--- src/design/elastic_pkg.sv ---
//--------------------
// shared widths, depths and the token type
// for the elastic fork pipeline
//--------------------
`default_nettype none

package elastic_pkg;

	//--------------------
	// token
	//--------------------

	// payload width of every channel
	localparam int DATA_WIDTH = 16;

	// one token as it moves on a channel
	typedef logic [DATA_WIDTH-1:0] word_t;

	//--------------------
	// b-side fifo
	//--------------------

	// entries in the b-side circular fifo
	localparam int FIFO_DEPTH = 8;

	// head and tail pointer width
	localparam int PTR_WIDTH = $clog2(FIFO_DEPTH);

	// most tokens that can sit between input and output b
	// fifo entries plus one per half-buffer on that path
	localparam int SLACK_B = FIFO_DEPTH + 3;

endpackage

`default_nettype wire

--- src/design/eager_fork.sv ---
//--------------------
// two-output eager fork, one owed flag per output
//--------------------
`default_nettype none

module eager_fork
	import elastic_pkg::*;
(
	input  logic  clk,
	input  logic  rst,
	input  word_t in_data,
	input  logic  in_valid,
	output logic  in_ready,
	output word_t out0_data,
	output word_t out1_data,
	output logic  out0_valid,
	output logic  out1_valid,
	input  logic  out0_ready,
	input  logic  out1_ready
);

	// bit set while that output still has to take the current token
	logic [1:0] owed;
	logic [1:0] out_valid_v;
	logic [1:0] out_ready_v;
	// accepted now or in an earlier cycle
	logic [1:0] done;
	logic       in_xfer;

	assign out_ready_v = {out1_ready, out0_ready};
	assign out_valid_v = {2{in_valid}} & owed;
	assign done        = ~owed | out_ready_v;

	// input leaves once every output has its copy
	assign in_ready = &done;
	assign in_xfer  = in_valid & in_ready;

	//--------------------
	// owed flags
	//--------------------

	// early acceptor clears its flag, all reload on the input transfer
	always_ff @(posedge clk or posedge rst) begin
		if (rst) begin
			owed <= 2'b11;
		end else if (in_xfer) begin
			owed <= 2'b11;
		end else begin
			owed <= owed & ~(out_valid_v & out_ready_v);
		end
	end

	// same word on both sides
	assign out0_data  = in_data;
	assign out1_data  = in_data;
	assign out0_valid = out_valid_v[0];
	assign out1_valid = out_valid_v[1];

endmodule

`default_nettype wire

--- src/design/elastic_fifo.sv ---
//--------------------
// circular fifo with head and tail pointers
// registered full and empty flags
//--------------------
`default_nettype none

module elastic_fifo
	import elastic_pkg::*;
(
	input  logic  clk,
	input  logic  rst,
	input  word_t in_data,
	input  logic  in_valid,
	output logic  in_ready,
	output word_t out_data,
	output logic  out_valid,
	input  logic  out_ready
);

	// exactly FIFO_DEPTH entries
	word_t                mem [FIFO_DEPTH];
	// head reads, tail writes
	logic [PTR_WIDTH-1:0] head;
	logic [PTR_WIDTH-1:0] tail;
	logic                 full;
	logic                 empty;
	logic                 wr_en;
	logic                 rd_en;

	// wrap at the last entry, works for any depth
	function automatic logic [PTR_WIDTH-1:0] next_ptr(input logic [PTR_WIDTH-1:0] ptr);
		if (ptr == PTR_WIDTH'(FIFO_DEPTH - 1)) begin
			return '0;
		end
		return ptr + PTR_WIDTH'(1);
	endfunction

	//--------------------
	// handshake
	//--------------------

	// a full fifo still takes a word when it is read in the same cycle
	assign in_ready  = ~full | out_ready;
	assign out_valid = ~empty;
	assign out_data  = mem[head];

	assign wr_en = in_valid & in_ready;
	assign rd_en = out_valid & out_ready;

	//--------------------
	// storage
	//--------------------

	always_ff @(posedge clk) begin
		if (wr_en) begin
			mem[tail] <= in_data;
		end
	end

	//--------------------
	// pointers
	//--------------------

	always_ff @(posedge clk or posedge rst) begin
		if (rst) begin
			tail <= '0;
		end else if (wr_en) begin
			tail <= next_ptr(tail);
		end
	end

	always_ff @(posedge clk or posedge rst) begin
		if (rst) begin
			head <= '0;
		end else if (rd_en) begin
			head <= next_ptr(head);
		end
	end

	//--------------------
	// flags
	//--------------------

	// only a lone write can fill, only a lone read can empty
	always_ff @(posedge clk or posedge rst) begin
		if (rst) begin
			full <= 1'b0;
		end else if (wr_en && !rd_en) begin
			if (next_ptr(tail) == head) begin
				full <= 1'b1;
			end
		end else if (rd_en && !wr_en) begin
			full <= 1'b0;
		end
	end

	always_ff @(posedge clk or posedge rst) begin
		if (rst) begin
			empty <= 1'b1;
		end else if (rd_en && !wr_en) begin
			if (next_ptr(head) == tail) begin
				empty <= 1'b1;
			end
		end else if (wr_en && !rd_en) begin
			empty <= 1'b0;
		end
	end

endmodule

`default_nettype wire

--- src/design/fork_pipeline_top.sv ---
//--------------------
// elastic buffer, eager fork and b-side fifo path
//--------------------
`default_nettype none

module fork_pipeline_top
	import elastic_pkg::*;
(
	input  logic  clk,
	input  logic  rst,
	input  word_t in_data,
	input  logic  in_valid,
	output logic  in_ready,
	output word_t a_data,
	output logic  a_valid,
	input  logic  a_ready,
	output word_t b_data,
	output logic  b_valid,
	input  logic  b_ready
);

	// input tehb to oehb
	word_t eb_mid_data;
	logic  eb_mid_valid;
	logic  eb_mid_ready;
	// oehb to fork
	word_t fork_in_data;
	logic  fork_in_valid;
	logic  fork_in_ready;
	// fork output 1 to b-side tehb
	word_t fork_b_data;
	logic  fork_b_valid;
	logic  fork_b_ready;
	// b-side tehb to fifo
	word_t fifo_in_data;
	logic  fifo_in_valid;
	logic  fifo_in_ready;

	//--------------------
	// full elastic buffer
	//--------------------

	tehb u_in_tehb (
		.clk      (clk),
		.rst      (rst),
		.in_data  (in_data),
		.in_valid (in_valid),
		.in_ready (in_ready),
		.out_data (eb_mid_data),
		.out_valid(eb_mid_valid),
		.out_ready(eb_mid_ready)
	);

	oehb u_in_oehb (
		.clk      (clk),
		.rst      (rst),
		.in_data  (eb_mid_data),
		.in_valid (eb_mid_valid),
		.in_ready (eb_mid_ready),
		.out_data (fork_in_data),
		.out_valid(fork_in_valid),
		.out_ready(fork_in_ready)
	);

	//--------------------
	// fork, output 0 is channel a
	//--------------------

	eager_fork u_fork (
		.clk       (clk),
		.rst       (rst),
		.in_data   (fork_in_data),
		.in_valid  (fork_in_valid),
		.in_ready  (fork_in_ready),
		.out0_data (a_data),
		.out1_data (fork_b_data),
		.out0_valid(a_valid),
		.out1_valid(fork_b_valid),
		.out0_ready(a_ready),
		.out1_ready(fork_b_ready)
	);

	//--------------------
	// b side, lets b lag a
	//--------------------

	tehb u_b_tehb (
		.clk      (clk),
		.rst      (rst),
		.in_data  (fork_b_data),
		.in_valid (fork_b_valid),
		.in_ready (fork_b_ready),
		.out_data (fifo_in_data),
		.out_valid(fifo_in_valid),
		.out_ready(fifo_in_ready)
	);

	elastic_fifo u_b_fifo (
		.clk      (clk),
		.rst      (rst),
		.in_data  (fifo_in_data),
		.in_valid (fifo_in_valid),
		.in_ready (fifo_in_ready),
		.out_data (b_data),
		.out_valid(b_valid),
		.out_ready(b_ready)
	);

endmodule

`default_nettype wire

--- src/design/oehb.sv ---
//--------------------
// opaque half-buffer, registered data and valid
//--------------------
`default_nettype none

module oehb
	import elastic_pkg::*;
(
	input  logic  clk,
	input  logic  rst,
	input  word_t in_data,
	input  logic  in_valid,
	output logic  in_ready,
	output word_t out_data,
	output logic  out_valid,
	input  logic  out_ready
);

	logic  valid_q;
	word_t data_q;

	// take a new token when empty or when the current one leaves
	assign in_ready = ~valid_q | out_ready;

	// valid register breaks the forward valid path
	always_ff @(posedge clk or posedge rst) begin
		if (rst) begin
			valid_q <= 1'b0;
		end else if (in_ready) begin
			valid_q <= in_valid;
		end
	end

	// payload only moves on an input transfer
	always_ff @(posedge clk) begin
		if (in_valid && in_ready) begin
			data_q <= in_data;
		end
	end

	assign out_valid = valid_q;
	assign out_data  = data_q;

endmodule

`default_nettype wire

--- src/design/tehb.sv ---
//--------------------
// transparent half-buffer with one skid register
//--------------------
`default_nettype none

module tehb
	import elastic_pkg::*;
(
	input  logic  clk,
	input  logic  rst,
	input  word_t in_data,
	input  logic  in_valid,
	output logic  in_ready,
	output word_t out_data,
	output logic  out_valid,
	input  logic  out_ready
);

	// low only in the first cycle after reset
	logic  armed;
	// skid register holds a token
	logic  full;
	word_t skid_q;

	always_ff @(posedge clk or posedge rst) begin
		if (rst) begin
			armed <= 1'b0;
		end else begin
			armed <= 1'b1;
		end
	end

	// full while a presented token is stalled
	always_ff @(posedge clk or posedge rst) begin
		if (rst) begin
			full <= 1'b0;
		end else begin
			full <= out_valid & ~out_ready;
		end
	end

	// catch the incoming token on a downstream stall
	always_ff @(posedge clk) begin
		if (in_valid && in_ready && !out_ready) begin
			skid_q <= in_data;
		end
	end

	assign in_ready  = armed & ~full;
	// pass-through while empty
	assign out_valid = full | (in_valid & armed);
	assign out_data  = full ? skid_q : in_data;

endmodule

`default_nettype wire

--- config.mk ---
export PLATFORM = sky130hd
export DESIGN_NAME = fork_pipeline_top
export DESIGN_NICKNAME = d
export VERILOG_FILES = /design/src/design/elastic_pkg.sv /design/src/design/eager_fork.sv /design/src/design/elastic_fifo.sv /design/src/design/fork_pipeline_top.sv /design/src/design/oehb.sv /design/src/design/tehb.sv
export SDC_FILE = /design/constraint.sdc
export NUM_CORES = 1
export LEC_CHECK = 0
export ABC_CLOCK_PERIOD_IN_PS = 3800
export BUFFER_PORTS_ARGS = -buffer_cell sky130_fd_sc_hd__buf_2
export CORE_AREA = 3 3 162 132
export DETAILED_ROUTE_END_ITERATION = 6
export DIE_AREA = 0 0 165 135
export PLACE_DENSITY = 0.56
export SYNTH_ARGS = -nofsm -noshare
export SYNTH_HDL_FRONTEND = slang
export SYNTH_HIERARCHICAL = 1
export SYNTH_SLANG_ARGS = --single-unit
--- constraint.sdc ---
create_clock -name clk -period 3.8 [get_ports clk]
set_input_delay 0.76 -clock clk [delete_from_list [all_inputs] [get_ports clk]]
set_output_delay 0.76 -clock clk [all_outputs]
set_load 0.02 [all_outputs]
======== After elaboration in Yosys (flattened, before gate mapping) ========
Memory sizes are Yosys's and may differ from the RTL's.
Index checks and enable logic that the tools add are counted.
storage, ports and cells
  register bits after elaboration ......... 62
  RAM bits ................................ 128
  input bits .............................. 21
  output and inout port bits .............. 35
  word-level logic and storage cells ...... 87
  memories kept ........................... 1
cells by class
  $add $sub $neg .......................... 2
  eq/ne operators ......................... 6
  mux-type cells .......................... 25
  bitwise logic cells ..................... 26
  reduce and logical (&&, ||, !) cells .... 15
memory list
  memory        depth  bits a word  rd ports  clocked after memory_dff  write ports  RTL line            source
  u_b_fifo.mem  8      16           1         0                         1            elastic_fifo.sv:21  word_t mem [FIFO_DEPTH];
operators with widths
  kind                   count
  $mux W16               2
  $mux W3                8
  $mux W1                14
  $and A1 B1 Y1          9
  $logic_and A1 B1 Y1    7
  $not A1 Y1             7
  $add A3 B1 Y3 const B  2
  $and A2 B2 Y2          3
  $eq A3 B3 Y1           2
  $eq A3 B3 Y1 const B   2
  $reduce_and A2 Y1      3
  $logic_not A1 Y1       4
  $ne A2 B2 Y1 const B   2
  $not A2 Y2             2
  $or A1 B1 Y1           4
  $mux W2                1
  $or A2 B2 Y2           1
  $reduce_bool A2 Y1     1

======== Depth between registers and ports, before layout ========
Gate-level depths: netlist of run 1.
  depth in word-level cells ............... 12
  depth in mapped cells ................... 6
  mapped depth without buffers ............ 5

======== Modules after synthesis ========
The synthesis of run 1 kept the hierarchy.
modules (own cells, without submodules)
  module        instances  cells an instance  area each (µm²)  sequential area each (µm²)
  elastic_fifo  1          242                5408.9           4045.1
  tehb          2          42                 815.8            530.5
  oehb          1          21                 538.0            505.5
  eager_fork    1          45                 356.6            52.6

======== Worst setup path before layout of run 1 ========
OpenSTA, ideal clock, no wires.
  path kind ............................... input port to flip-flop
  start ................................... in b_ready
  end ..................................... mem u_b_fifo/mem[0][0] in the netlist's numbering (enable)
  setup time .............................. 430 ps
  arrival ................................. 2672 ps
  required time ........................... 3370 ps
  slack ................................... 698 ps
  stages .................................. 3
  buffers on the path ..................... 0
  cells stage by stage .................... nand2b_1 nand2_1 nor4_1
between the ends
  longest elaborated chain between the ends .. 4
RTL lines
  element                        RTL line                 source
  start: declaration             fork_pipeline_top.sv:19  input logic b_ready
  $or A1 B1 Y1                   elastic_fifo.sv:43       assign in_ready = ~full | out_ready;
  $and A1 B1 Y1                  elastic_fifo.sv:47       assign wr_en = in_valid & in_ready;
  $mux W1                        elastic_fifo.sv:55       if (wr_en) begin
  $mux W1 (implied by the code)  elastic_fifo.sv:56       mem[tail] <= in_data;
  end: declaration               elastic_fifo.sv:21
Every way passes these cells.

======== Worst setup path after layout of run 1 ========
  start ................................... reg u_b_fifo.head[1]
  end ..................................... out b_data[3]
between the ends
  longest elaborated chain between the ends .. 1
RTL lines
  element                   RTL line                 source
  start: declaration        elastic_fifo.sv:23       logic [PTR_WIDTH-1:0] head;
  start signal: assignment  elastic_fifo.sv:76       head <= next_ptr(head);
  $mem_v2 Z8 W16            --
  end: declaration          fork_pipeline_top.sv:17  output word_t b_data,
Every way passes these cells.

==> results of run 1 <==
-- through the flow --
step | area [um2] | cells
floorplan | 7940 | 392
global placement | 8280 | 675
detailed placement | 8280 | 675
CTS | 8880 | 706
global route | 8880 | 706
finish | 8880 | 706
-- power groups by stage --
stage	clock network (mW)	registers [mW]	logic, mW
final	1.81	2.81	1.62
after global routing	1.95	2.84	1.78
after CTS	1.86	2.82	1.67
after detailed placement	0	2.86	1.66
after global placement	0	2.85	1.65
after floorplan	0	2.74	1.40
-- cells by family (layout without fill, tap and decap cells) --
| logic type | count (synthesis) | after routing | synth area share, % |
|---|---|---|---|
| flip-flops | 191 | 191 | 71.4 |
| multiplexers | 83 | 83 | 18.4 |
| buffers and inverters | 54 | 104 | 5.08 |
| AND/OR/NAND/NOR | 45 | 45 | 3.04 |
| AO/OA/AOI/OAI | 7 | 7 | 0.710 |
| XOR/XNOR | 6 | 6 | 0.662 |
| adder cells (fa/ha/maj) | 4 | 4 | 0.631 |
| other | 2 | 2 | 0.0946 |
-- worst paths after layout --
check,from,endpoint,slack [ps]
worst max-delay path,u_b_fifo/head[1],b_data[3],620
worst min-delay path,rst,u_in_oehb/out_valid,210
worst max register to register,u_fork/owed[1],u_b_fifo/mem[1][9],1510
worst min register to register,u_in_oehb/out_data[9],u_b_tehb/skid_q[9],490
max in group asynchronous,rst,u_b_fifo/empty,3160
min in group clk,u_in_oehb/out_data[9],u_b_tehb/skid_q[9],490
-- routing by layer --
metal  vias to the layer above  share of wire, %  routed length, um  global-route usage [%]
met5                         -                 0                  0                       0
met4                         0              0.98                130                    3.77
met3                        12               5.3                702                    3.65
met2                        81                46               6050                    19.3
met1                      1708                48               6350                    18.0
li1                       1591                 -                  -                       -
-- sequential cells by signal (all words and copies together) (netlist names) --
name and count:
u_b_fifo/mem 128, u_b_tehb/skid_q 16, u_in_oehb/out_data 16, u_in_tehb/skid_q 16, u_b_fifo/head 3, u_b_fifo/tail 3
u_fork/owed 2, u_b_fifo/empty 1, u_b_fifo/full 1, u_b_tehb/armed 1, u_b_tehb/full 1, u_in_oehb/out_valid 1
u_in_tehb/armed 1, u_in_tehb/full 1
-- worst max-delay path: stages, from the launching register on --
cell	delay (ps)
dfrtp_1	400
buf_4	490
mux4_1	610
mux2_2	310
buf_2	170
-- area by class of cell --
class                      instances  area [um2]
inverter                           7        26.3
fill                            1723       11000
tap                              264         330
clock buffer                      18         429
sequential                       191        5660
multi-input combinational        147        1900
timing repair buffer              66         358
clock inverter                    13         170
-- placed cells by master, fill, tap and decap left out, types with 2 or more instances in the layout --
| cell | n |
|---|---|
| clkinv_2 | 3 |
| mux4_1 | 24 |
| xor2_1 | 3 |
| clkinvlp_4 | 2 |
| nor2b_1 | 7 |
| conb_1 | 2 |
| nand2b_1 | 6 |
| dfstp_2 | 3 |
| buf_4 | 11 |
| nand2_1 | 14 |
| bufinv_16 | 4 |
| buf_2 | 55 |
| clkinv_1 | 3 |
| and3b_1 | 2 |
| dfrtp_1 | 12 |
| clkbuf_16 | 17 |
| a21o_1 | 2 |
| and2_1 | 2 |
| mux2_2 | 31 |
| edfxtp_1 | 176 |
| mux4_2 | 8 |
| xnor2_1 | 3 |
| nor3_2 | 3 |
| mux2_4 | 20 |
| ha_1 | 4 |
| nor2_1 | 5 |
| inv_1 | 7 |
==> summary.txt, run 1 <==
STA
  • RSZ-0062 raised after global routing: false
  • Setup-failing EPs final: 0
  • Setup Skew: 9.99 ps
  • Maximum clock frequency: 315 MHz
  • Post-Route Setup TNS: 0 ps
  • Slew Limit Headroom: between 30 and 40%
  • Pins Over Slew Limit: 0
  • Period utilization: 83.6%
  • Worst setup margin: between 600 and 700 ps
  • Min cycle time layout: about 3200 ps
  • Hold slack final: 214 ps
  • Worst Tran Pin Value: 1010 ps
  • Final hold viol count: 0

Pwr
  • Max VDD drop: roughly 0.3 mV
  • Gate power share: around a quarter
  • Pwr per Cell Area: roughly 700 mW/mm2
  • Power Total: 6.24 mW
  • Reg power frac: 45.0%
  • LEAKAGE: 3.11 nW
  • Switching share of power: approximately 28%
  • Clock network power share: 29.0%
  • Internal power: 4.47 mW
  • Net Sw Power: 1.77 mW

Synth
  • Share of async-settable or async-resettable flops after synthesis: 7.85%
  • Ys Warns: 6
  • Most frequent cell after synthesis: edfxtp_1
  • Synthesized area: slightly below 0.008 mm2
  • Library cells used by synthesis: 34
  • Synth Net Count: 417
  • Syn avg cell area: 20.2 um2
  • Area share of the largest cell type after synthesis: 66.6%
  • Seq/Total Area, Yosys: 71.4%
  • Yosys reg bits: approximately 190
  • Synth top area cells: edfxtp_1 (67%), mux4_1 (7.9%), mux2_2 (4.4%)
  • Post-synth top flop: edfxtp_1
  • EDFF count, synth: 176
  • Post-synth top area cell: edfxtp_1
  • Mapped Cells: between 300 and 400
  • Post-synth top cells: edfxtp_1 (176), buf_4 (32), mux2_2 (31)

Clocking
  • CTS tree: built
  • Post-cts resize count: 0
  • CTS Buf Count: 17
  • Worst skew pair latency: about 420 ps
  • Total clock sinks: 191
  • Clock Tree Buf Depth: 2
  • Clk root buf: clkbuf_16
  • Clock-pin slew on the worst setup and hold paths: 70 ps
  • Htree depth: 4
  • Post-CTS Repair Setup Buffers: 0
  • Post-CTS Hold Buffers: 0

Die
  • I/O pin count: 56
  • Full die area: 0.0223 mm2
  • Rows: 46
  • Die height: 135 um
  • Starting Density: 40.0%
  • Core area: 0.0199 mm2
  • Die W: approximately 170 um

Route
  • Routed vias/inst: 4.80
  • Count of antenna-violating nets left after detailed routing: 0
  • Initial DRC count: 248
  • Routed len/inst: 18.7 um
  • Total wire length: 13,200 um
  • Pre-Repair DR Iteration Count: 4
  • DRC violations left: 0
  • DR vias: 3,392

Critical path
  • Arrival time of the worst setup path: 2420 ps
  • Max Fanout on Critical Path: 32
  • Critical Path RT: 3040 ps
  • CP Capture Type: output pin
  • Crit Path Category: reg2out
  • Reg2Reg Depth: 4
  • Startpoint types: flip-flop

Global route
  • Global-route wire length before repair: 20,800 um
  • Largest net degree at the start of global routing: 33
  • Grt total ovfl: 0
  • GRT Resource Usage Total: between 10% and 20%
  • Vias in the first global route: 3,634
  • Antenna violations before repair: 0

Placed design
  • Pre-CTS setup slack: roughly 1000 ps
  • Port Buffers: 55
  • GPL Wtd Cong: 0.746
  • Post-DP HPWL: 8250 um

Status
  • Status: complete, no violations

Min path
  • Worst hold path class: in2async

Cells and area
  • Area growth from synthesis to layout: 11.9%
  • Nets: 455
  • # diodes: 0
  • Final core utilization: 44.7%
  • Share of cells above drive strength 1: 36.7%

Run
  • Max Cap Viol: 0
No activity file was read; power rests on OpenSTA's default activity.
==> run 2, diff against run 1 <==
Settings changed: ABC_AREA set to 1, ABC_CLOCK_PERIOD_IN_PS 3800 to 3160, CORE_AREA 3 3 162 132 to 3 3 169 138, DIE_AREA 0 0 165 135 to 0 0 172 141.
Clock period 3.8 ns to 3.16 ns, I/O delays scaled along.
==> summary.txt, run 2 <==
Critical path
  • Top cell by count, worst path: nand2_1
  • Crit path launch: u_b_fifo/head[0]
  • Max stage delay on crit path: 430 ps (-180 ps)
  • Critical path's top delay family: buffers and inverters
  • Worst Path Buf+Inv: 3 (+1)
  • Critical-path top delay cell: dfrtp_2
  • Crit Path Category: reg2out
  • Startpoint types: flip-flop
  • Arrival time of the worst setup path: 1890 ps (-530 ps)
  • FF-to-FF Start: u_fork/owed[1]
  • Max Fanout on Critical Path: 41 (+28%)
  • CP cell instances: inv_2, buf_4, nand2_1, nand3_1, nand2_1, nand2_1, nand2_1, buf_2
  • Critical Path RT: 2530 ps (-510 ps)
  • CP Capture Type: output pin

Clocking
  • Post-CTS Repair Setup Buffers: 0 (unchanged)
  • CTS tree: built
  • Clk root buf: clkbuf_16
  • Worst skew pair latency: 430 ps (about the same)
  • Htree depth: 4 (unchanged)
  • Post-cts resize count: 0 (unchanged)
  • Clock Tree Buf Depth: 2 (unchanged)
  • Total clock sinks: 191 (unchanged)
  • Post-CTS Hold Buffers: 0 (unchanged)
  • Clock-pin slew on the worst setup and hold paths: 60 ps (about the same)
  • CTS Buf Count: 17 (unchanged)

STA
  • Maximum clock frequency: 396 MHz
  • Pins Over Slew Limit: 0 (unchanged)
  • Period utilization: 79.8%
  • Post-Route Setup TNS: 0 ps (unchanged)
  • Setup Skew: 9.75 ps (-0.247 ps)
  • Worst Tran Pin Value: 652 ps (-360 ps)
  • Slew Limit Headroom: 56.5% (+24 points)
  • Min cycle time layout: 2520 ps
  • RSZ-0062 raised after global routing: false
  • Setup-failing EPs final: 0 (unchanged)
  • Final hold viol count: 0 (unchanged)

Cells and area
  • Most flops, register: u_b_fifo/mem
  • Most frequent cells in the layout: nand2_1 (344), edfxtp_1 (176), inv_1 (152), nand3_1 (68), buf_2 (55)
  • Max reg flops: 128 (unchanged)
  • Most common cell after layout, fill and taps aside: nand2_1
  • Nets: 924 (+100%)
  • Final core utilization: 43.8% (-0.93 points)
  • Area growth from synthesis to layout: 9.97%
  • # diodes: 0 (unchanged)
  • Filler Cell Count: 2,089 (+21%)
  • Share of cells above drive strength 1: 13.3% (-23 points)

Route
  • DRC violations left: 0 (unchanged)
  • Pre-Repair DR Iteration Count: 5 (+1)
  • Initial DRC count: 393 (+58%)
  • DR vias: 5,308 (+56%)
  • Routed len/inst: 14.4 um (-23%)
  • Total wire length: 17,100 um (+30%)
  • Count of antenna-violating nets left after detailed routing: 0 (unchanged)
  • Routed vias/inst: 4.47 (-6.9%)

Global route
  • Met3 usage: 4.32% (+0.67 points)
  • Grt total ovfl: 0 (unchanged)
  • GRT Resource Usage Total: 14.9% (+2.2 points)
  • Vias in the first global route: 5,063 (+39%)
  • Antenna violations before repair: 0 (unchanged)
  • Largest net degree at the start of global routing: 68 (+110%)
  • Layer with the highest usage: met1
  • M1 GR Usage: 22.7% (+4.7 points)
  • Met2 Track Usage GR: 20.7% (+1.3 points)
  • Global-route wire length before repair: 27,600 um (+33%)

Synth
  • EDFF count, synth: 176 (unchanged)
  • Yosys reg bits: 191 (unchanged)
  • Mapped Cells: 869 (+120%)
  • Library cells used by synthesis: 24 (-29%)
  • Post-synth top flop: edfxtp_1
  • Post-synth top cells: nand2_1 (344), edfxtp_1 (176), inv_1 (152)
  • Synth Net Count: 894 (+110%)
  • Area share of the largest cell type after synthesis: 61.4% (-5.2 points)
  • Synthesized area: 0.00861 mm2 (+8.5%)
  • Ys Warns: 6 (unchanged)
  • Most frequent cell after synthesis: nand2_1
  • Share of async-settable or async-resettable flops after synthesis: 7.85% (unchanged)
  • Seq/Total Area, Yosys: 65.8% (-5.6 points)
  • Syn avg cell area: 9.90 um2 (-51%)
  • Post-synth top area cell: edfxtp_1
  • Synth top area cells: edfxtp_1 (61%), nand2_1 (15%), inv_1 (6.6%)

Placed design
  • GPL Wtd Cong: 0.789 (+5.8%)
  • Post-DP HPWL: 11,100 um (+34%)
  • Port Buffers: 55 (unchanged)

Run
  • Max Cap Viol: 0 (unchanged)

Min path
  • Worst hold path class: in2async

Die
  • I/O pin count: 56 (unchanged)
  • Die W: 172 um (+4.2%)
  • Die height: 141 um (+4.4%)
  • Rows: 48 (+4.3%)
  • Full die area: 0.0243 mm2 (+8.9%)
  • Starting Density: 39.8% (-0.15 points)
  • Core area: 0.0216 mm2 (+8.9%)

Pwr
  • Pwr per Cell Area: 817 mW/mm2 (+16%)
  • Max VDD drop: 0.330 mV (+6.7%)
  • LEAKAGE: 4.37 nW (+41%)

Status
  • Status: complete, no violations
[run 2: cells by family after synthesis]
family	after synthesis	share of synthesized area (%)
AO/OA/AOI/OAI	12	0.698
XOR/XNOR	1	0.102
adder cells (fa/ha/maj)	4	0.582
buffers and inverters	222	12.5
flip-flops	191	65.8
other	2	0.0873
AND/OR/NAND/NOR	437	20.3
[run 2: per-layer routing]
layer  share of wire (%)  wire (um)  vias up
met3                 6.0       1030       11
met2                  41       7070      118
met5                   0          0        -
li1                    -          -     2737
met4                0.73        126        0
met1                  52       8920     2442
[run 2: power breakdown]
group	internal (mW)	leakage (nW)	switching (mW)
clock	1.08	0.273	0.909
sequential	3.08	1.77	0.125
combinational	0.734	2.33	1.80
total	4.89	4.37	2.84
[run 2: cell type report]
| type | instances | area (um2) | area share [%] |
|---|---|---|---|
| Inverter | 160 | 616 | 6.50 |
| Clock buffer | 17 | 425 | 4.49 |
| Sequential cell | 191 | 5670 | 59.9 |
| Multi-Input combinational cell | 456 | 1870 | 19.8 |
| Clock inverter | 15 | 121 | 1.28 |
| Tap cell | 275 | 344 | 3.64 |
| Timing Repair Buffer | 73 | 423 | 4.47 |
[run 2: path summary, 6_finish.rpt]
| kind | end | slack (ps) | depth (start not counted) |
|---|---|---|---|
| worst max register to register | u_b_fifo/mem[2][3] | 1200 | 9 |
| worst min register to register | u_b_fifo/empty | 480 | 2 |
| worst min-delay path | u_in_oehb/out_valid | 90 | 2 |
| min in group clk | u_in_tehb/skid_q[2] | 400 | 1 |
| worst max-delay path | b_data[13] | 640 | 8 |
| max in group asynchronous | u_b_fifo/empty | 2630 | 2 |
[run 2: metrics by stage]
step / std cells / hold WS (ps) / setup WS, ps / power, mW / instance area, um2
after floorplan: 869 / 361 / 974 / 5.12 / 8610
final: 1187 / 87.6 / 637 / 7.73 / 9470
after detailed placement: 1155 / 466 / 1040 / 5.81 / 8920
after CTS: 1187 / 64.6 / 565 / 7.81 / 9470
after global placement: 1155 / 461 / 1030 / 5.80 / 8920
after global routing: 1187 / 63.7 / 467 / 8.25 / 9470
==> run 3, diff against run 2 <==
Settings changed: ABC_CLOCK_PERIOD_IN_PS 3160 to 2150, PLACE_DENSITY 0.56 to 0.58.
Clock period 3.16 ns to 2.15 ns, I/O delays scaled along.
==> summary.txt, run 3 (synthesis gave the netlist of run 2 again) <==
Die
  • Full die area: 0.0243 mm2 (unchanged)
  • Die height: 141 um (unchanged)
  • Die W: 172 um (unchanged)
  • Rows: 48 (unchanged)
  • Core area: 0.0216 mm2 (unchanged)
  • I/O pin count: 56 (unchanged)
  • Starting Density: 39.8% (unchanged)

Critical path
  • Max stage delay on crit path: 440 ps (about the same)
  • Critical-path top delay cell: dfrtp_2
  • Crit Path Category: reg2out
  • Reg2reg setup slack: 280 ps (-920 ps)
  • Arrival time of the worst setup path: 1730 ps (-160 ps)
  • Critical path's top delay family: buffers and inverters
  • Crit path launch: u_b_fifo/head[0]
  • Crit path capture: b_data[4]
  • Max Fanout on Critical Path: 9 (-78%)
  • Critical Path RT: 1720 ps (-810 ps)
  • Top cell by count, worst path: nand2_1
  • Levels on crit path: 8 (unchanged)
  • FF-to-FF Start: u_fork/owed[1]
  • Reg-to-Reg End: u_b_fifo/mem[2][9]
  • CP cell instances: buf_12, clkbuf_16, nand2_1, nand3_2, nand2_1, nand2_2, nand2_1, buf_6
  • Reg2Reg Depth: 9 (unchanged)
  • Startpoint types: flip-flop
  • Worst Path Buf+Inv: 3 (unchanged)
  • CP Capture Type: output pin

Clocking
  • Htree depth: 4 (unchanged)
  • Clock-pin slew on the worst setup and hold paths: 70 ps (about the same)
  • Worst skew pair latency: 420 ps (about the same)
  • CTS tree: built
  • CTS Buf Count: 17 (unchanged)
  • Total clock sinks: 191 (unchanged)
  • Clk root buf: clkbuf_16
  • Clock Tree Buf Depth: 2 (unchanged)

Placed design
  • Post-DP HPWL: 11,700 um (+5.8%)
  • GPL Wtd Cong: 0.798 (+1.1%)
  • Port Buffers: 55 (unchanged)
  • Pre-CTS setup slack: 323 ps (-720 ps)

Global route
  • Largest net degree at the start of global routing: 68 (unchanged)
  • Vias in the first global route: 5,211 (+2.9%)
  • Global-route wire length before repair: 28,800 um (+4.2%)
  • GRT Resource Usage Total: 15.6% (+0.71 points)
  • Antenna violations before repair: 0 (unchanged)
  • Grt total ovfl: 0 (unchanged)

STA
  • Min cycle time layout: 2160 ps
  • Setup-failing EPs final: 6 (+6)
  • Period utilization: 101%
  • Worst Tran Pin Value: 499 ps (-152 ps)
  • Hold slack final: 193 ps (+106 ps)
  • Final hold viol count: 0 (unchanged)
  • Slew Limit Headroom: 66.6% (+10 points)
  • Maximum clock frequency: 462 MHz
  • Worst setup margin: -13.3 ps (-651 ps)
  • Setup Skew: 9.01 ps (-0.734 ps)
  • Pins Over Slew Limit: 0 (unchanged)
  • RSZ-0062 raised after global routing: true

Pwr
  • Power Total: 13.1 mW (+70%)
  • Pwr per Cell Area: 1290 mW/mm2 (+58%)
  • LEAKAGE: 4.64 nW (+6.0%)
  • Max VDD drop: 0.629 mV (+91%)

Route
  • Routed vias/inst: 4.61 (+3.1%)
  • Initial DRC count: 427 (+8.7%)
  • Total wire length: 19,200 um (+12%)
  • Count of antenna-violating nets left after detailed routing: 0 (unchanged)
  • Routed len/inst: 16.0 um (+10%)
  • DRC violations left: 0 (unchanged)
  • DR vias: 5,555 (+4.7%)
  • Pre-Repair DR Iteration Count: 4 (-1)

Cells and area
  • Final core utilization: 47.0% (+3.2 points)
  • # diodes: 0 (unchanged)
  • Most common cell after layout, fill and taps aside: nand2_1
  • Nets: 942 (+1.9%)
  • Max reg flops: 128 (unchanged)
  • Share of cells above drive strength 1: 20.4% (+7.2 points)
  • Most flops, register: u_b_fifo/mem
  • Area growth from synthesis to layout: 18.0%
  • Most frequent cells in the layout: nand2_1 (312), edfxtp_1 (176), inv_1 (152), nand3_1 (52), buf_2 (39)

Status
  • Failing checks: negative setup slack
  • Status: complete, but fails checks

Run
  • Max Cap Viol: 0 (unchanged)

Min path
  • Worst hold path class: in2reg
-- run 3: power breakdown --
part	internal, mW	switching [mW]
combinational	1.91	3.13
clock	1.97	1.40
sequential	4.52	0.189
-- run 3: worst min path at each step --
stage	start	to	slack [ps]	depth (start not counted)
after CTS	in_data[9]	u_in_tehb/skid_q[9]	170	1
after floorplan	rst	u_in_oehb/out_valid	160	1
after global routing	in_data[8]	u_in_tehb/skid_q[8]	180	1
after global placement	rst	u_in_oehb/out_valid	320	2
final	in_data[9]	u_in_tehb/skid_q[9]	190	1
after detailed placement	rst	u_in_oehb/out_valid	320	2
-- run 3: metrics by stage --
step	std cells	setup TNS, ps	area [um2]
global placement	1162	0	9040
global route	1205	-1260	10200
detailed placement	1162	0	9040
floorplan	869	0	8610
finish	1205	-51.1	10200
CTS	1196	-498	9780
-- run 3: what timing repair did --
item | CTS | global route
pin swaps | 0 | 21
setup buffers | 0 | 2
endpoints found under the hold margin | 11 | 0
gates cloned | 1 | 7
resized for setup | 18 | 75
hold buffers | 1 | 0
setup endpoints to repair | 16 | 16
-- run 3: worst reg2reg max path: cells and delay by family (launching register included) --
family        cells  cell delay [ps]
simple gates      6              620
flops             1              540
buf+inv           3              410
-- run 3: layout make-up --
class	count	area [um2]
clock buffers	17	425
clock inverters	15	208
fillers	1990	11500
inverters	160	626
multi-input cells	456	2040
flip-flops and latches	191	5670
well taps	275	344
repair buffers	91	851
-- run 3: routing by layer --
layer	vias to the layer above	track usage, %	routed length, um
met4	0	3.86	224
met1	2609	23.1	9390
met3	21	4.15	1250
met2	155	23.0	8360
li1	2770	-	-
met5	-	0	0
